<file path="src/design/matrix_pkg.sv">
/*
  Shared sizes, element and matrix types and the opcode set of the matrix ALU.
  Matrices are at most MAX_DIM x MAX_DIM and cells outside rows/cols are don't-care.
  A dimension of zero or above MAX_DIM is not supported.
*/

package matrix_pkg;

  // ----------------------------------------
  // Sizes
  // ----------------------------------------
  parameter int MAX_DIM = 4;
  // Holds 0 up to MAX_DIM
  parameter int DIM_W   = 3;
  parameter int ELEM_W  = 8;

  // ----------------------------------------
  // Data types
  // ----------------------------------------
  typedef logic signed [ELEM_W-1:0] elem_t;

  // Cells indexed [row][col]
  typedef struct packed {
    logic [DIM_W-1:0]                    rows;
    logic [DIM_W-1:0]                    cols;
    elem_t [MAX_DIM-1:0][MAX_DIM-1:0]    cells;
  } matrix_t;

  // ----------------------------------------
  // Control encodings
  // ----------------------------------------
  typedef enum logic [1:0] {
    OP_ADD,
    OP_SCALAR_MUL,
    OP_TRANSPOSE,
    OP_MAT_MUL
  } alu_op_e;

  // Operand fetch, then execute or accumulate
  typedef enum logic {
    PH_FETCH,
    PH_EXEC
  } step_phase_e;

endpackage

</file>
<file path="src/design/alu_step_if.sv">
/*
  Per-cycle step controls from the sequencer to the datapath.
  All signals change with the sequencer state and are valid every cycle.
*/

`timescale 1ns/1ps

interface alu_step_if;
  import matrix_pkg::*;

  // Latched opcode of the running operation
  alu_op_e          op;

  // Loop indices
  logic [DIM_W-1:0] row;
  logic [DIM_W-1:0] col;
  logic [DIM_W-1:0] k;

  step_phase_e      phase;
  logic             acc_step;
  logic             write_cell;
  // High in the cycle a start is accepted
  logic             clear;

  modport seq (
    output op, row, col, k,
    output phase, acc_step, write_cell, clear
  );

  modport dp (
    input op, row, col, k,
    input phase, acc_step, write_cell, clear
  );

endinterface

</file>
<file path="src/design/alu_datapath.sv">
/*
  Operand fetch, multiply-accumulate and saturating write of the result cells.
  ACC_W must hold MAX_DIM full-scale products without overflow.
  Result cells are zeroed on each accepted start and written one per step.
*/

`timescale 1ns/1ps

module alu_datapath #(
  parameter int ACC_W = 24
) (
  input  logic                clk,
  input  logic                rst_n,
  alu_step_if.dp              step,
  input  matrix_pkg::matrix_t a_i,
  input  matrix_pkg::matrix_t b_i,
  input  matrix_pkg::elem_t   scalar_i,
  output matrix_pkg::elem_t [matrix_pkg::MAX_DIM-1:0][matrix_pkg::MAX_DIM-1:0] cells_o
);
  import matrix_pkg::*;

  localparam logic signed [ACC_W-1:0] SAT_HI = ACC_W'((2 ** (ELEM_W - 1)) - 1);
  localparam logic signed [ACC_W-1:0] SAT_LO = -(SAT_HI + 1);

  logic signed [ACC_W-1:0] opa_q;
  logic signed [ACC_W-1:0] opb_q;
  logic signed [ACC_W-1:0] acc_q;
  logic signed [ACC_W-1:0] wr_val;
  logic                    fetch_en;

  function automatic logic signed [ACC_W-1:0] widen(input elem_t e);
    return ACC_W'(e);
  endfunction

  // Clamp to the signed element range
  function automatic elem_t saturate(input logic signed [ACC_W-1:0] v);
    if (v > SAT_HI) begin
      return SAT_HI[ELEM_W-1:0];
    end else if (v < SAT_LO) begin
      return SAT_LO[ELEM_W-1:0];
    end
    return v[ELEM_W-1:0];
  endfunction

  // No fetch in the multiply write cycle, k is past the last column there
  assign fetch_en = (step.phase == PH_FETCH) && !step.write_cell;

  // ----------------------------------------
  // Operand fetch
  // ----------------------------------------
  always_ff @(posedge clk) begin
    if (fetch_en) begin
      case (step.op)
        OP_ADD: begin
          opa_q <= widen(a_i.cells[step.row][step.col]);
          opb_q <= widen(b_i.cells[step.row][step.col]);
        end
        OP_SCALAR_MUL: begin
          opa_q <= widen(a_i.cells[step.row][step.col]);
          opb_q <= widen(scalar_i);
        end
        OP_TRANSPOSE: begin
          // Source indices swapped
          opa_q <= widen(a_i.cells[step.col][step.row]);
          opb_q <= '0;
        end
        OP_MAT_MUL: begin
          opa_q <= widen(a_i.cells[step.row][step.k]);
          opb_q <= widen(b_i.cells[step.k][step.col]);
        end
      endcase
    end
  end

  // ----------------------------------------
  // Execute
  // ----------------------------------------
  always_comb begin
    case (step.op)
      OP_ADD:        wr_val = opa_q + opb_q;
      OP_SCALAR_MUL: wr_val = opa_q * opb_q;
      OP_TRANSPOSE:  wr_val = opa_q;
      OP_MAT_MUL:    wr_val = acc_q;
    endcase
  end

  // Dot product accumulator, emptied after each written cell
  always_ff @(posedge clk or negedge rst_n) begin
    if (!rst_n) begin
      acc_q <= '0;
    end else if (step.clear || step.write_cell) begin
      acc_q <= '0;
    end else if (step.acc_step) begin
      acc_q <= acc_q + (opa_q * opb_q);
    end
  end

  always_ff @(posedge clk) begin
    if (step.clear) begin
      cells_o <= '0;
    end else if (step.write_cell) begin
      cells_o[step.row][step.col] <= saturate(wr_val);
    end
  end

endmodule

</file>
<file path="src/design/alu_sequencer.sv">
/*
  Control FSM of the matrix ALU with dimension check and loop counters.
  start_i is a level: it is taken only in idle and must stay high until done_o.
  cycle_cnt_o counts execute cycles only and is zero after a dimension error.
*/

`timescale 1ns/1ps

module alu_sequencer #(
  parameter int CYCLE_W = 32
) (
  input  logic                        clk,
  input  logic                        rst_n,
  input  logic                        start_i,
  input  matrix_pkg::alu_op_e         op_i,
  input  matrix_pkg::matrix_t         a_i,
  input  matrix_pkg::matrix_t         b_i,
  alu_step_if.seq                     step,
  output logic [matrix_pkg::DIM_W-1:0] res_rows_o,
  output logic [matrix_pkg::DIM_W-1:0] res_cols_o,
  output logic                        done_o,
  output logic                        error_o,
  output logic                        result_valid_o,
  output logic [CYCLE_W-1:0]          cycle_cnt_o
);
  import matrix_pkg::*;

  typedef enum logic [1:0] {
    ST_IDLE,
    ST_EXEC,
    ST_DONE
  } alu_state_e;

  alu_state_e       state;
  alu_op_e          op_reg;
  step_phase_e      phase;

  logic [DIM_W-1:0] row_cnt;
  logic [DIM_W-1:0] col_cnt;
  logic [DIM_W-1:0] k_cnt;

  // Loop limits, rows and cols double as the result shape
  logic [DIM_W-1:0] lim_rows;
  logic [DIM_W-1:0] lim_cols;
  logic [DIM_W-1:0] lim_k;

  logic             accept;
  logic             in_exec;
  logic             write_now;
  logic             last_col;
  logic             last_row;

  // Shape of the operation about to start
  logic             dim_err;
  logic [DIM_W-1:0] nxt_rows;
  logic [DIM_W-1:0] nxt_cols;
  logic [DIM_W-1:0] nxt_k;

  // ----------------------------------------
  // Dimension check and loop limits
  // ----------------------------------------
  always_comb begin
    dim_err  = 1'b0;
    nxt_rows = a_i.rows;
    nxt_cols = a_i.cols;
    nxt_k    = '0;
    case (op_i)
      OP_ADD: begin
        dim_err = (a_i.rows != b_i.rows) || (a_i.cols != b_i.cols);
      end
      OP_SCALAR_MUL: begin
      end
      OP_TRANSPOSE: begin
        nxt_rows = a_i.cols;
        nxt_cols = a_i.rows;
      end
      OP_MAT_MUL: begin
        dim_err  = (a_i.cols != b_i.rows);
        nxt_cols = b_i.cols;
        nxt_k    = a_i.cols;
      end
    endcase
  end

  assign accept  = (state == ST_IDLE) && start_i;
  assign in_exec = (state == ST_EXEC);

  // Multiply writes once all K products are in, the rest after each fetch
  assign write_now = in_exec &&
                     ((op_reg == OP_MAT_MUL) ? (k_cnt == lim_k) : (phase == PH_EXEC));

  assign last_col = (col_cnt == lim_cols - 1'b1);
  assign last_row = (row_cnt == lim_rows - 1'b1);

  // ----------------------------------------
  // FSM and counters
  // ----------------------------------------
  always_ff @(posedge clk or negedge rst_n) begin
    if (!rst_n) begin
      state          <= ST_IDLE;
      op_reg         <= OP_ADD;
      phase          <= PH_FETCH;
      row_cnt        <= '0;
      col_cnt        <= '0;
      k_cnt          <= '0;
      lim_rows       <= '0;
      lim_cols       <= '0;
      lim_k          <= '0;
      done_o         <= 1'b0;
      error_o        <= 1'b0;
      result_valid_o <= 1'b0;
      cycle_cnt_o    <= '0;
    end else begin
      case (state)
        ST_IDLE: begin
          if (accept) begin
            op_reg         <= op_i;
            phase          <= PH_FETCH;
            row_cnt        <= '0;
            col_cnt        <= '0;
            k_cnt          <= '0;
            error_o        <= dim_err;
            result_valid_o <= 1'b0;
            cycle_cnt_o    <= '0;
            if (dim_err) begin
              lim_rows <= '0;
              lim_cols <= '0;
              lim_k    <= '0;
              state    <= ST_DONE;
            end else begin
              lim_rows <= nxt_rows;
              lim_cols <= nxt_cols;
              lim_k    <= nxt_k;
              state    <= ST_EXEC;
            end
          end
        end

        ST_EXEC: begin
          cycle_cnt_o <= cycle_cnt_o + CYCLE_W'(1);
          if (write_now) begin
            phase <= PH_FETCH;
            k_cnt <= '0;
            if (last_col) begin
              col_cnt <= '0;
              if (last_row) begin
                result_valid_o <= 1'b1;
                state          <= ST_DONE;
              end else begin
                row_cnt <= row_cnt + 1'b1;
              end
            end else begin
              col_cnt <= col_cnt + 1'b1;
            end
          end else if (phase == PH_FETCH) begin
            phase <= PH_EXEC;
          end else begin
            // Product accumulated, move to next inner index
            phase <= PH_FETCH;
            k_cnt <= k_cnt + 1'b1;
          end
        end

        ST_DONE: begin
          if (start_i) begin
            done_o <= 1'b1;
          end else begin
            done_o <= 1'b0;
            state  <= ST_IDLE;
          end
        end

        default: state <= ST_IDLE;
      endcase
    end
  end

  // Step controls to the datapath
  assign step.op         = op_reg;
  assign step.row        = row_cnt;
  assign step.col        = col_cnt;
  assign step.k          = k_cnt;
  assign step.phase      = phase;
  assign step.acc_step   = in_exec && (op_reg == OP_MAT_MUL) && (phase == PH_EXEC) &&
                           (k_cnt != lim_k);
  assign step.write_cell = write_now;
  assign step.clear      = accept;

  assign res_rows_o = lim_rows;
  assign res_cols_o = lim_cols;

endmodule

</file>
<file path="src/design/matrix_alu_top.sv">
/*
  Multi-cycle matrix ALU: add, scalar multiply, transpose and matrix multiply.
  One operation at a time, started by a start_i level and ended by done_o.
  Inputs must stay stable from start until done_o rises.
*/

`timescale 1ns/1ps

module matrix_alu_top #(
  parameter int ACC_W   = 24,
  parameter int CYCLE_W = 32
) (
  input  logic                clk,
  input  logic                rst_n,
  input  logic                start_i,
  input  matrix_pkg::alu_op_e op_i,
  input  matrix_pkg::matrix_t a_i,
  input  matrix_pkg::matrix_t b_i,
  input  matrix_pkg::elem_t   scalar_i,
  output logic                done_o,
  output logic                error_o,
  output matrix_pkg::matrix_t result_o,
  output logic                result_valid_o,
  output logic [CYCLE_W-1:0]  cycle_cnt_o
);
  import matrix_pkg::*;

  logic [DIM_W-1:0]                 res_rows;
  logic [DIM_W-1:0]                 res_cols;
  elem_t [MAX_DIM-1:0][MAX_DIM-1:0] res_cells;

  alu_step_if step_bus ();

  // Control and loop counters
  alu_sequencer #(
    .CYCLE_W (CYCLE_W)
  ) u_seq (
    .clk            (clk),
    .rst_n          (rst_n),
    .start_i        (start_i),
    .op_i           (op_i),
    .a_i            (a_i),
    .b_i            (b_i),
    .step           (step_bus.seq),
    .res_rows_o     (res_rows),
    .res_cols_o     (res_cols),
    .done_o         (done_o),
    .error_o        (error_o),
    .result_valid_o (result_valid_o),
    .cycle_cnt_o    (cycle_cnt_o)
  );

  // Fetch, MAC and result cells
  alu_datapath #(
    .ACC_W (ACC_W)
  ) u_dp (
    .clk      (clk),
    .rst_n    (rst_n),
    .step     (step_bus.dp),
    .a_i      (a_i),
    .b_i      (b_i),
    .scalar_i (scalar_i),
    .cells_o  (res_cells)
  );

  assign result_o = '{rows: res_rows, cols: res_cols, cells: res_cells};

endmodule

</file>
<file path="config.mk">
export PLATFORM = sky130hd
export DESIGN_NAME = matrix_alu_top
export DESIGN_NICKNAME = d
export VERILOG_FILES = /design/src/design/matrix_pkg.sv /design/src/design/alu_step_if.sv /design/src/design/alu_datapath.sv /design/src/design/alu_sequencer.sv /design/src/design/matrix_alu_top.sv
export SDC_FILE = /design/constraint.sdc
export NUM_CORES = 1
export LEC_CHECK = 0
export ABC_CLOCK_PERIOD_IN_PS = 7750
export BUFFER_PORTS_ARGS = -buffer_cell sky130_fd_sc_hd__buf_4
export CAP_MARGIN = 30
export CORE_MARGIN = 2
export CORE_UTILIZATION = 51
export CTS_CLUSTER_SIZE = 40
export DETAILED_ROUTE_END_ITERATION = 12
export GPL_TIMING_DRIVEN = 0
export PLACE_DENSITY_LB_ADDON = 0.12
export REMOVE_ABC_BUFFERS = 1
export SKIP_LAST_GASP = 1
export SLEW_MARGIN = 5
export SYNTH_ARGS = -nofsm -noshare
export SYNTH_HDL_FRONTEND = slang
export SYNTH_SLANG_ARGS = --single-unit
</file>
<file path="constraint.sdc">
create_clock -name clk -period 7.75 [get_ports clk]
set_clock_uncertainty 0.1 [all_clocks]
set_input_delay 0.775 -clock clk [delete_from_list [all_inputs] [get_ports clk]]
set_output_delay 0.775 -clock clk [all_outputs]
set_load 0.05 [all_outputs]
</file>
Word level (Yosys, flattened, before mapping):

Cells that the tools add are included.

* add/sub/neg operators: 8
* multipliers: 1
* magnitude comparators: 7
* equal/unequal tests: 21
* multiplexer cells: 74
* bitwise gates (word level): 1
* reductions and logical operators: 24

Operators by type and width (count)
* binary-select mux 32 bit (select 2 bit): 4
* two-way mux 32 bit: 6
* case mux 24 bit (4 select lines): 2
* bitwise mux 128 bit: 1
* two-way mux 8 bit: 11
* binary-select mux 8 bit (select 2 bit): 5
* case mux 24 bit (3 select lines): 1
* demux 32 bit (select 2 bit): 1
* case mux 32 bit (2 select lines): 1
* adder 24 bit: 2
* two-way mux 24 bit: 2
* two-way mux 3 bit: 13
* adder 32 x 1 -> 32 bit, second input constant: 1
* greater-than comparator 24 x 8 -> 1 bit, second input constant: 1
* less-than comparator 24 x 8 -> 1 bit, second input constant: 1
* multiplier 24 x 24 -> 24 bit: 1
* case mux 3 bit (2 select lines): 4
* demux 8 bit (select 2 bit): 1
* AND reduction 5 bit: 3
* two-way mux 1 bit: 12
* two-way mux 2 bit: 6
* inequality test 3 bit: 4
* equality test 2 bit, second input constant: 5
* adder 3 x 1 -> 3 bit, second input constant: 3
* 19 further kinds: 45

* register bits after elaboration: 258
* output and inout bits: 169
* word-level logic and storage cells: 168

Longest topological paths before layout:

Gate-level depths: netlist of the first run.

* word-level depth: 11
* depth in mapped cells: 35
* depth with buffers taken out: 33

Cells and area by module:

From an unflattened synthesis of the first run, not the netlist that was laid out.

* cell total of the unflattened synthesis: 2343
* area, all modules: 22377.7 um^2

Modules (own cells, without submodules)
* alu_datapath: instances 1, cells each 2025, area each 19168.4 um^2
* alu_sequencer: instances 1, cells each 318, area each 3209.3 um^2

Worst setup path after synthesis of the first run:

OpenSTA, ideal clock, no wires.

* path type: register to register
* start: register u_dp.opa_q[22]
* end: register u_dp.cells_o[100] (netlist name)
* library setup time: 128 ps
* data arrival time: 7481 ps
* data required time: 7522 ps
* slack: 41 ps
* cell stages (with the launch flop): 28
* buffers on the path: 3
* clock period less this slack: 7709 ps
* path through: edfxtp_1 clkbuf_1 and2_1 fa_1 inv_1 fa_1 inv_1 fa_1 fa_1 fa_1 fa_1 inv_1 fa_1 inv_1 ha_1 a21oi_1 a21oi_1 nor2_1 inv_1 a31oi_1 o21ai_0 xor2_1 o211ai_1 and2_1 buf_4 o2bb2ai_4 buf_12 o21ai_2

* word-level cells in the longest chain between the ends: 11
* elaborated cells on any way between the ends: 14
* those cells by class: add/sub: 1; mul: 1; order compare: 2; mux: 10

RTL lines
* start, declared: RTL line alu_datapath.sv:25 `logic signed [ACC_W-1:0] opa_q;`
* start signal, assigned: RTL line alu_datapath.sv:55 `opa_q <= widen(a_i.cells[step.row][step.col]);`
* start signal, assigned: RTL line alu_datapath.sv:59 `opa_q <= widen(a_i.cells[step.row][step.col]);`
* start signal, assigned: RTL line alu_datapath.sv:64 `opa_q <= widen(a_i.cells[step.col][step.row]);`
* multiplier 24 x 24 -> 24 bit / adder 24 bit (equally long branches): RTL line alu_datapath.sv:81, alu_datapath.sv:80
* case mux 24 bit (4 select lines) (*): RTL line alu_datapath.sv:79 `case (step.op)`
* less-than comparator 24 x 8 -> 1 bit: RTL line alu_datapath.sv:39 `end else if (v < SAT_LO) begin`
* two-way mux 1 bit: RTL line alu_datapath.sv:39
* two-way mux 1 bit: RTL line alu_datapath.sv:37 `if (v > SAT_HI) begin`
* two-way mux 1 bit: RTL line alu_datapath.sv:101 `end else if (step.write_cell) begin`
* two-way mux 1 bit: RTL line alu_datapath.sv:99 `if (step.clear) begin`
* two-way mux 8 bit (*): RTL line alu_datapath.sv:42 `return v[ELEM_W-1:0];`
* two-way mux 8 bit (*): RTL line alu_datapath.sv:101
* two-way mux 8 bit (*): RTL line alu_datapath.sv:99
* bitwise mux 128 bit (*): RTL line alu_datapath.sv:102 `cells_o[step.row][step.col] <= saturate(wr_val);`
* end signal, assigned by index: RTL line alu_datapath.sv:102
* end, declared: RTL line alu_datapath.sv:18 `output matrix_pkg::elem_t [matrix_pkg::MAX_DIM-1:0][matrix_pkg::MAX_DIM-1:0] cells_o`

Mark *: on every way between the ends. The rest lies on a longest branch, timed or not. The select of a mux whose other input is x is not followed.
A chain may end at the register's enable or synchronous reset.

Worst setup path after layout of the first run:

* start: register u_dp.opa_q[22]
* end: register u_dp.acc_q[22]

* word-level cells in the longest chain between the ends: 4

RTL lines
* multiplier 24 x 24 -> 24 bit: RTL line alu_datapath.sv:94 `acc_q <= acc_q + (opa_q * opb_q);`
* adder 24 bit: RTL line alu_datapath.sv:94
* two-way mux 24 bit: RTL line alu_datapath.sv:93 `end else if (step.acc_step) begin`
* two-way mux 24 bit: RTL line alu_datapath.sv:91 `end else if (step.clear || step.write_cell) begin`
* end signal, assigned: RTL line alu_datapath.sv:94
* end, declared: RTL line alu_datapath.sv:27 `logic signed [ACC_W-1:0] acc_q;`

Every way passes these cells. The select of a mux whose other input is x is not followed.

==> out/qor.yml, run 1 <==
run_status:
  outcome: "completed"
floorplanning:
  die_h_um: 209.1
  die_area_um2: 43700
  io_pins: 450
  start_util_pct: 51.35
  num_rows: 75
  die_w_um: 209.1
  floorplan.core_area_um2: 41760
sta:
  maxSlewViolCount: 0
  setup_violations: 0
  finalHoldViolCount: 0
  rsz0062_at_grt: "true"
  min_period_ps: 7647
  period_share_pct: 98.68
  tightestPinTransition_ps: 878.1
  slew_headroom_pct: 41.20
  fmax_mhz: 130.8
final_layout:
  nets: 3109
  layout_common_cells: "buf_4, inv_1, mux4_2"
  largest_reg_flops: 128
  area_growth_pct: 29.28
  final_common_cell: "buf_4"
  reg.largest.list: "u_dp.cells_o x128, u_seq.cycle_cnt_o x32, u_dp.acc_q x24"
  drive_above_1_share_pct: 38.70
  regMostFlops: "u_dp.cells_o"
  post-route-util_pct: 66.39
clock_network:
  clk_pin_slew_ps: 70
  h-tree-depth: 1
  cts_root_buf: "clkbuf_16"
  clkSinkCount: 226
  cts_tree: "done"
  worstSkewPairLatency_ps: 540
  holdBufCountCts: 0
  numCtsBuffers: 25
  clockBufferDepth: 3
worst_setup_path:
  path_class: "reg2reg"
  worst-path-buf-inv: 8
  crit_path_end_kind: "register"
  cp.arrival_ps: 7920
  worstPathMaxFanout: 7
  start_kind: "register"
  slowest_delay_ps: 550
  r2r_slack_ps: 100
  cp_top_family: "adder cells"
  required_ps: 8020
  cpMostUsedCell: "fa_1"
  slowest_stage: "fa_1"
route:
  dr_total_vias: 18314
  ant_nets: 0
  drc: 0
  first_pass_iters: 5
  vias_per_cell: 5.877
  drtIter0Drc: 1247
  avgRoutedWirePerCell_um: 20.87
  wirelength_mm: 65.05
min_path:
  hold_path_class: "in2async"
global_routing:
  grt_max_degree: 91
  grt_pass1_wl_mm: 101.9
  grt.total_usage_pct: 29.35
  grt_pass1_vias: 18673
  grt.overflow.total: 0
  antenna_found_initial: 6
placed_design:
  gp_congestion: 0.8987
  port_buffers: 449
  dpl.hpwl_mm: 48.89
logic_synthesis:
  async_reset_ff_share_pct: 36.28
  yosys_register_bits: 226
  synth_flop_cell: "dfxtp_1"
  synth-edff-count: 16
  synth-seq-area-share_pct: 23.76
  synth_area_um2: 21440
  ys_warn_count: 0
  syn_area_per_cell_um2: 10.30
  ys_types: 74
  synth_cells: 2082
run:
  cap_violations: 0
## kinds of logic after synthesis
| kind of cell | count (synthesis) | share of synthesized area [%] |
|---|---|---|
| AO/OA/AOI/OAI | 398 | 12.77 |
| XOR/XNOR | 91 | 3.717 |
| adder cells (fa/ha/maj) | 275 | 20.39 |
| buffers and inverters | 339 | 6.529 |
| flip-flops | 226 | 23.76 |
| multiplexers | 210 | 20.19 |
| AND/OR/NAND/NOR | 543 | 12.64 |
## layer usage
metal | GRT usage (%) | wire (um) | up-vias
met4 | 8.990 | 2050 | 0
met2 | 50.22 | 32800 | 642
met3 | 4.163 | 4008 | 123
met1 | 38.82 | 26190 | 9095
li1 | - | - | 8454
met5 | 0 | 0 | -
## metrics by stage
stage	cell area [um^2]	TNS [ps]	setup slack [ps]	hold WS [ps]	std cells
3_5_place_dp	25230	-155280	-1358	355.9	2962
2_1_floorplan	20860	-4339	-87.01	378.1	1961
5_1_grt	27720	-4192	-218.7	44.76	3116
4_1_cts	26980	0	1.191	37.30	3072
6_report	27720	0	102.6	44.36	3116
3_3_place_gp	24910	-146470	-1257	348.4	2949
## cells in the mapped netlist (5+ instances only)
master	instances	share of area, %
inv_1	216	3.8
o31ai_1	12	0.42
mux2i_1	22	1.0
o21ai_2	60	2.5
nand3_1	169	3.9
and2_1	62	1.8
a22o_1	15	0.61
nand4_1	16	0.47
edfxtp_1	16	2.2
mux2_2	11	0.58
or3_1	12	0.35
clkbuf_1	72	1.3
o22ai_1	5	0.15
nor2b_1	9	0.26
o21ai_1	13	0.30
dfrtp_1	82	9.6
buf_1	21	0.37
nor3_1	14	0.33
mux4_2	177	19
fa_1	124	12
nor2_1	64	1.1
buf_2	19	0.44
o2bb2ai_4	7	0.90
dfxtp_1	128	12
and3_1	9	0.26
a21o_1	23	0.81
xor2_1	40	1.6
o21ai_0	148	3.5
a211oi_1	8	0.28
nand2b_1	16	0.47
xnor2_1	51	2.1
a31oi_1	10	0.29
or2_2	5	0.15
ha_1	151	8.8
buf_12	5	0.47
nand2_1	146	2.6
o211ai_1	8	0.28
a21oi_1	52	1.2
## area by class of cell
| type | count | area, um^2 |
|---|---|---|
| diodes | 6 | 15.01 |
| well taps | 539 | 674.4 |
| fillers | 3223 | 14040 |
| repair buffers | 565 | 4693 |
| inverters | 218 | 824.5 |
| clock inverters | 10 | 100.1 |
| clock buffers | 35 | 724.4 |
| flip-flops and latches | 226 | 5111 |
| multi-input cells | 1517 | 15580 |
## what timing repair did
action                     CTS  global route
setup buffers               64            37
cloned                       1             1
pin swaps                   32            96
setup endpoints to repair  136           133
gates resized for setup     64           111
## path summary, 6_finish.rpt
kind	start	to	cells after the start
setup / recovery	u_dp.opa_q[22]$_DFFE_PP_	u_dp.acc_q[22]$_DFFE_PN0P_	30
hold / removal	rst_n	u_dp.acc_q[8]$_DFFE_PN0P_	1
setup reg to reg	u_dp.opa_q[22]$_DFFE_PP_	u_dp.acc_q[22]$_DFFE_PN0P_	30
hold reg to reg	u_dp.cells_o[106]$_SDFFE_PP0P_	u_dp.cells_o[106]$_SDFFE_PP0P_	2
max in group asynchronous	rst_n	u_seq.step.k[0]$_DFFE_PN0P_	2
min in group clk	u_dp.cells_o[106]$_SDFFE_PP0P_	u_dp.cells_o[106]$_SDFFE_PP0P_	2
## worst reg2reg max path, delay by kind of cell (launching register included)
| family | cells | cell delay, ps |
|---|---|---|
| adders and majority gates | 9 | 3730 |
| AOI/OAI and AO/OA | 8 | 1300 |
| buffers and inverters | 8 | 750 |
| and+or+nand+nor | 3 | 730 |
| xor gates and xnor gates | 2 | 470 |
| DFF | 1 | 410 |
Power of run 1 is left out: the tool's default activity adds up to more than one toggle a clock period on the data nets, which glitch-free logic cannot reach.
==> run 2, diff against run 1 <==
--- a/config.mk
+++ b/config.mk
@@ -6,7 +6,7 @@
 export NUM_CORES = 1
 export LEC_CHECK = 0
 export ABC_CLOCK_PERIOD_IN_PS = 7750
-export BUFFER_PORTS_ARGS = -buffer_cell sky130_fd_sc_hd__buf_4
+export BUFFER_PORTS_ARGS = -buffer_cell sky130_fd_sc_hd__buf_2
 export CAP_MARGIN = 30
 export CORE_MARGIN = 2
 export CORE_UTILIZATION = 51
==> out/qor.yml, run 2 (synthesis results as in run 1) <==
run:
  cap_violations: 0  # unchanged
floorplanning:
  num_rows: 75  # unchanged
  start_util_pct: 51.35  # unchanged
  io_pins: 450  # unchanged
  floorplan.core_area_um2: 41760  # unchanged
  die_area_um2: 43700  # unchanged
  die_h_um: 209.1  # unchanged
  die_w_um: 209.1  # unchanged
route:
  dr_total_vias: 18197  # -0.64%
  wirelength_mm: 64.47  # -0.89%
  wl_met2_mm: 32.32  # -1.5%
  first_pass_iters: 6  # +1
  ant_nets: 0  # unchanged
  vias_per_cell: 5.829  # -0.83%
  avgRoutedWirePerCell_um: 20.65  # -1.1%
  top_layer: "met5"
  m1WireLength_mm: 26.76  # +2.2%
  drtIter0Drc: 1191  # -4.5%
  drc: 0  # unchanged
  wl_met3_mm: 3.574  # -11%
sta:
  period_share_pct: 100.0  # +1.4 points
  maxSlewViolCount: 0  # unchanged
  fmax_mhz: 129.0  # -1.4%
  min_period_ps: 7752  # +104.9 ps
  slew_headroom_pct: 37.39  # -3.8 points
  setup_violations: 1  # +1
  finalHoldViolCount: 0  # unchanged
  rsz0062_at_grt: "true"
  fin_ws_ps: -2.329  # -104.9 ps
  tightestPinTransition_ps: 939.2  # +61.14 ps
final_layout:
  regMostFlops: "u_dp.cells_o"
  drive_above_1_share_pct: 39.67  # +0.97 points
  layout_common_cells: "buf_2, inv_1, mux4_2"
  fill_cells: 3398  # +5.4%
  final_common_cell: "buf_2"
  largest_reg_flops: 128  # unchanged
  area_growth_pct: 24.83
  reg.largest.list: "u_dp.cells_o x128, u_seq.cycle_cnt_o x32, u_dp.acc_q x24"
  post-route-util_pct: 64.10  # -2.3 points
  seq_area_um2: 5111  # unchanged
  multi_input_area_um2: 15690  # +0.71%
  nets: 3117  # +0.26%
global_routing:
  antenna_found_initial: 7  # +1
  grt.total_usage_pct: 28.71  # -0.63 points
  grt_max_degree: 84  # -7.7%
  grt.overflow.total: 0  # unchanged
  grt_pass1_wl_mm: 99.97  # -1.9%
  grt_pass1_vias: 18413  # -1.4%
run_status:
  failed_checks: "negative setup slack"
  outcome: "complete, but fails checks"
clock_network:
  clkSinkCount: 226  # unchanged
  numCtsBuffers: 25  # unchanged
  cts_root_buf: "clkbuf_16"
  h-tree-depth: 1  # unchanged
  clockBufferDepth: 3  # unchanged
  holdBufCountCts: 0  # unchanged
  worstSkewPairLatency_ps: 540  # about the same
  cts_tree: "done"
  clk_pin_slew_ps: 60  # about the same
worst_setup_path:
  reg2reg_depth: 31  # +3.3%
  r2r-end: "u_dp.acc_q[23]$_DFFE_PN0P_"
  cp.arrival_ps: 8110  # +190 ps
  slowest_stage: "fa_2"
  path_class: "reg2reg"
  cpMostUsedCell: "fa_1"
  rr_startpoint: "u_dp.opa_q[22]$_DFFE_PP_"
  slowest_delay_ps: 720  # +170 ps
  crit_path_end_kind: "register"
  r2r_slack_ps: -2  # -100 ps
  worstPathMaxFanout: 6  # -1
  required_ps: 8110  # +90 ps
  start_kind: "register"
placed_design:
  gp_congestion: 0.9092  # +1.2%
  dpl.hpwl_mm: 48.18  # -1.4%
  port_buffers: 449  # unchanged
min_path:
  hold_path_class: "in2async"
[run 2: changes by cell type in the layout (fill, tap and decap cells not counted), moves of 5 or more]
cell     change
buf_2      +448
buf_4      -443
buf_6        +6
nand2_1      -7
nand2_2      +5
o21ai_1      -5
[run 2: critical path: cells and delay by family, from the launching register on]
family | cells | cell delay [ps]
adder cells (fa/ha/maj) | 9 | 4000
AO/OA/AOI/OAI | 5 | 1120
buffers and inverters | 10 | 900
AND/OR/NAND/NOR | 5 | 800
flip-flops | 1 | 450
XOR/XNOR | 2 | 290
[run 2: per-stage QoR]
| stage | setup TNS (ps) | area (um^2) | hold slack, ps | worst slack, ps | instances |
|---|---|---|---|---|---|
| 4_1_cts | 0 | 25720 | 46.79 | 1.712 | 3063 |
| 6_report | -2.329 | 26770 | 47.47 | -2.329 | 3122 |
| 3_5_place_dp | -164940 | 24110 | 353.2 | -1430 | 2963 |
| 3_3_place_gp | -147680 | 23780 | 344.8 | -1261 | 2949 |
| 2_1_floorplan | -4339 | 20860 | 378.1 | -87.01 | 1961 |
| 5_1_grt | -9357 | 26770 | 56.80 | -272.2 | 3121 |
[run 2: metal layers]
layer	vias up	GRT usage [%]
met1	8962	38.00
li1	8481	-
met5	-	0
met4	2	8.177
met3	106	3.442
met2	646	49.85
[run 2: worst max path at each step]
| stage | from | to | slack [ps] |
|---|---|---|---|
| 6_report | u_dp.opa_q[22]$_DFFE_PP_ | u_dp.acc_q[23]$_DFFE_PN0P_ | -2 |
| 5_1_grt | u_dp.opa_q[22]$_DFFE_PP_ | u_dp.acc_q[23]$_DFFE_PN0P_ | -270 |
| 3_5_place_dp | u_dp.opa_q[22]$_DFFE_PP_ | u_dp.cells_o[117]$_SDFFE_PP0P_ | -1430 |
| 3_3_place_gp | u_dp.opa_q[22]$_DFFE_PP_ | u_dp.cells_o[113]$_SDFFE_PP0P_ | -1260 |
| 2_1_floorplan | u_dp.opa_q[22]$_DFFE_PP_ | u_dp.cells_o[117]$_SDFFE_PP0P_ | -90 |
| 4_1_cts | u_dp.opa_q[22]$_DFFE_PP_ | u_dp.cells_o[61]$_SDFFE_PP0P_ | 2 |
[run 2: layout make-up]
class | count | area share [%]
Multi-Input combinational cell | 1517 | 58.61
Sequential cell | 226 | 19.09
Timing Repair Buffer | 573 | 13.55
Inverter | 218 | 3.080
Tap cell | 539 | 2.519
Clock buffer | 29 | 2.430
Clock inverter | 16 | 0.6777
Antenna cell | 4 | 0.03739
[run 2: what timing repair did]
action	4_1_cts	5_1_grt
cloned	0	2
resized for setup	60	147
pin swaps	27	102
buffers inserted	55	53
endpoints found under the setup margin	136	132
Power of run 2 is left out for the same reason.
==> run 3, diff against run 2 <==
--- a/config.mk
+++ b/config.mk
@@ -20,3 +20,4 @@
 export SYNTH_ARGS = -nofsm -noshare
 export SYNTH_HDL_FRONTEND = slang
 export SYNTH_SLANG_ARGS = --single-unit
+export TNS_END_PERCENT = 5
==> out/qor.yml, run 3 (synthesis results as in run 1) <==
run_status:
  outcome: "completed"
placed_design:
  gp_congestion: 0.9092  # unchanged
  place_area_um2: 24110  # unchanged
  dpl.hpwl_mm: 48.18  # unchanged
  port_buffers: 449  # unchanged
  place_ws_ps: -1430  # unchanged
worst_setup_path:
  required_ps: 8110  # about the same
  cp_top_family: "adder cells"
  r2r_slack_ps: 130  # +130 ps
  worstPathMaxFanout: 5  # -1
  cp.arrival_ps: 7980  # -130 ps
  slowest_stage: "fa_1"
  r2r-end: "u_dp.acc_q[23]$_DFFE_PN0P_"
  start_kind: "register"
  reg2reg_depth: 31  # unchanged
  crit_path_end_kind: "register"
  slowest_delay_ps: 540  # -180 ps
  rr_startpoint: "u_dp.opa_q[5]$_DFFE_PP_"
  worst-path-buf-inv: 8  # -2
  path_class: "reg2reg"
  cpMostUsedCell: "fa_1"
final_layout:
  reg.largest.list: "u_dp.cells_o x128, u_seq.cycle_cnt_o x32, u_dp.acc_q x24"
  nets: 3115  # -0.064%
  largest_reg_flops: 128  # unchanged
  final_common_cell: "buf_2"
  area_growth_pct: 24.50
  design_area_um2: 26700  # -0.27%
  drive_above_1_share_pct: 39.70  # about the same
  regMostFlops: "u_dp.cells_o"
  layout_common_cells: "buf_2, inv_1, mux4_2"
global_routing:
  grt_pass1_vias: 18405  # -0.043%
  grt.overflow.total: 0  # unchanged
  grt.total_usage_pct: 28.68  # -0.033 points
  grt_pass1_wl_mm: 99.88  # about the same
  grt_max_degree: 84  # unchanged
  antenna_found_initial: 7  # unchanged
floorplanning:
  io_pins: 450  # unchanged
  die_area_um2: 43700  # unchanged
  floorplan.core_area_um2: 41760  # unchanged
  die_w_um: 209.1  # unchanged
  num_rows: 75  # unchanged
  die_h_um: 209.1  # unchanged
  start_util_pct: 51.35  # unchanged
clock_network:
  numCtsBuffers: 25  # unchanged
  clk_pin_slew_ps: 60  # about the same
  worstSkewPairLatency_ps: 540  # about the same
  clkSinkCount: 226  # unchanged
  h-tree-depth: 1  # unchanged
  cts_tree: "done"
  clockBufferDepth: 3  # unchanged
  cts_root_buf: "clkbuf_16"
sta:
  tightestPinTransition_ps: 935.7  # -3.563 ps
  finalHoldViolCount: 0  # unchanged
  rsz0062_at_grt: "true"
  fmax_mhz: 131.2  # +1.7%
  setup_violations: 0  # -1
  slew_headroom_pct: 37.62  # +0.24 points
  period_share_pct: 98.34  # -1.7 points
  maxSlewViolCount: 0  # unchanged
  min_period_ps: 7621  # -131.2 ps
  fin_ws_ps: 128.8  # +131.2 ps
route:
  vias_per_cell: 5.825  # about the same
  ant_nets: 0  # unchanged
  avgRoutedWirePerCell_um: 20.67  # about the same
  drc: 0  # unchanged
  first_pass_iters: 5  # -1
  dr_total_vias: 18175  # -0.12%
  drtIter0Drc: 1341  # +13%
  wirelength_mm: 64.48  # about the same
min_path:
  hold_path_class: "in2async"
run:
  cap_violations: 0  # unchanged
## run 3: stage by stage
step                      hold slack, ps  utilization, %  setup TNS (ps)  cells
final                              46.96           63.93               0   3120
after global routing               57.67           63.93           -2891   3119
after CTS                          46.79           61.51          -306.3   3062
after detailed placement           353.2           57.74         -164940   2963
after global placement             344.8           56.96         -147680   2949
after floorplan                    378.1               -           -4339   1961
## run 3: timing repair
item	4_1_cts	5_1_grt
setup buffers	54	53
setup endpoints to repair	136	132
resized for setup	55	148
hold buffers	0	0
pin swaps	26	90
gates cloned	0	1
## run 3: routing by layer
layer  part of all wire (%)  global-route usage, %
met1                     42                  37.99
met2                     50                  49.75
met3                    5.1                  3.442
met4                    3.0                  8.177
met5                  0.020                      0
## run 3: layout make-up
class | count | area (um^2)
multi-input cells | 1517 | 15660
inverters | 218 | 827.0
clock buffers | 29 | 650.6
repair buffers | 571 | 3587
flip-flops and latches | 226 | 5111
diodes | 4 | 10.01
fillers | 3409 | 15060
clock inverters | 16 | 181.4
well taps | 539 | 674.4
## run 3: worst max path at each step
stage                              from                              to  slack [ps]  depth (start not counted)
3_5_place_dp   u_dp.opa_q[22]$_DFFE_PP_  u_dp.cells_o[117]$_SDFFE_PP0P_       -1430                         25
2_1_floorplan  u_dp.opa_q[22]$_DFFE_PP_  u_dp.cells_o[117]$_SDFFE_PP0P_         -90                         24
6_report        u_dp.opa_q[5]$_DFFE_PP_      u_dp.acc_q[23]$_DFFE_PN0P_         130                         31
3_3_place_gp   u_dp.opa_q[22]$_DFFE_PP_  u_dp.cells_o[113]$_SDFFE_PP0P_       -1260                         24
4_1_cts         u_dp.opb_q[5]$_DFFE_PP_   u_dp.cells_o[17]$_SDFFE_PP0P_         -20                         28
5_1_grt         u_dp.opb_q[5]$_DFFE_PP_      u_dp.acc_q[23]$_DFFE_PN0P_        -170                         30
Power of run 3 is left out for the same reason.
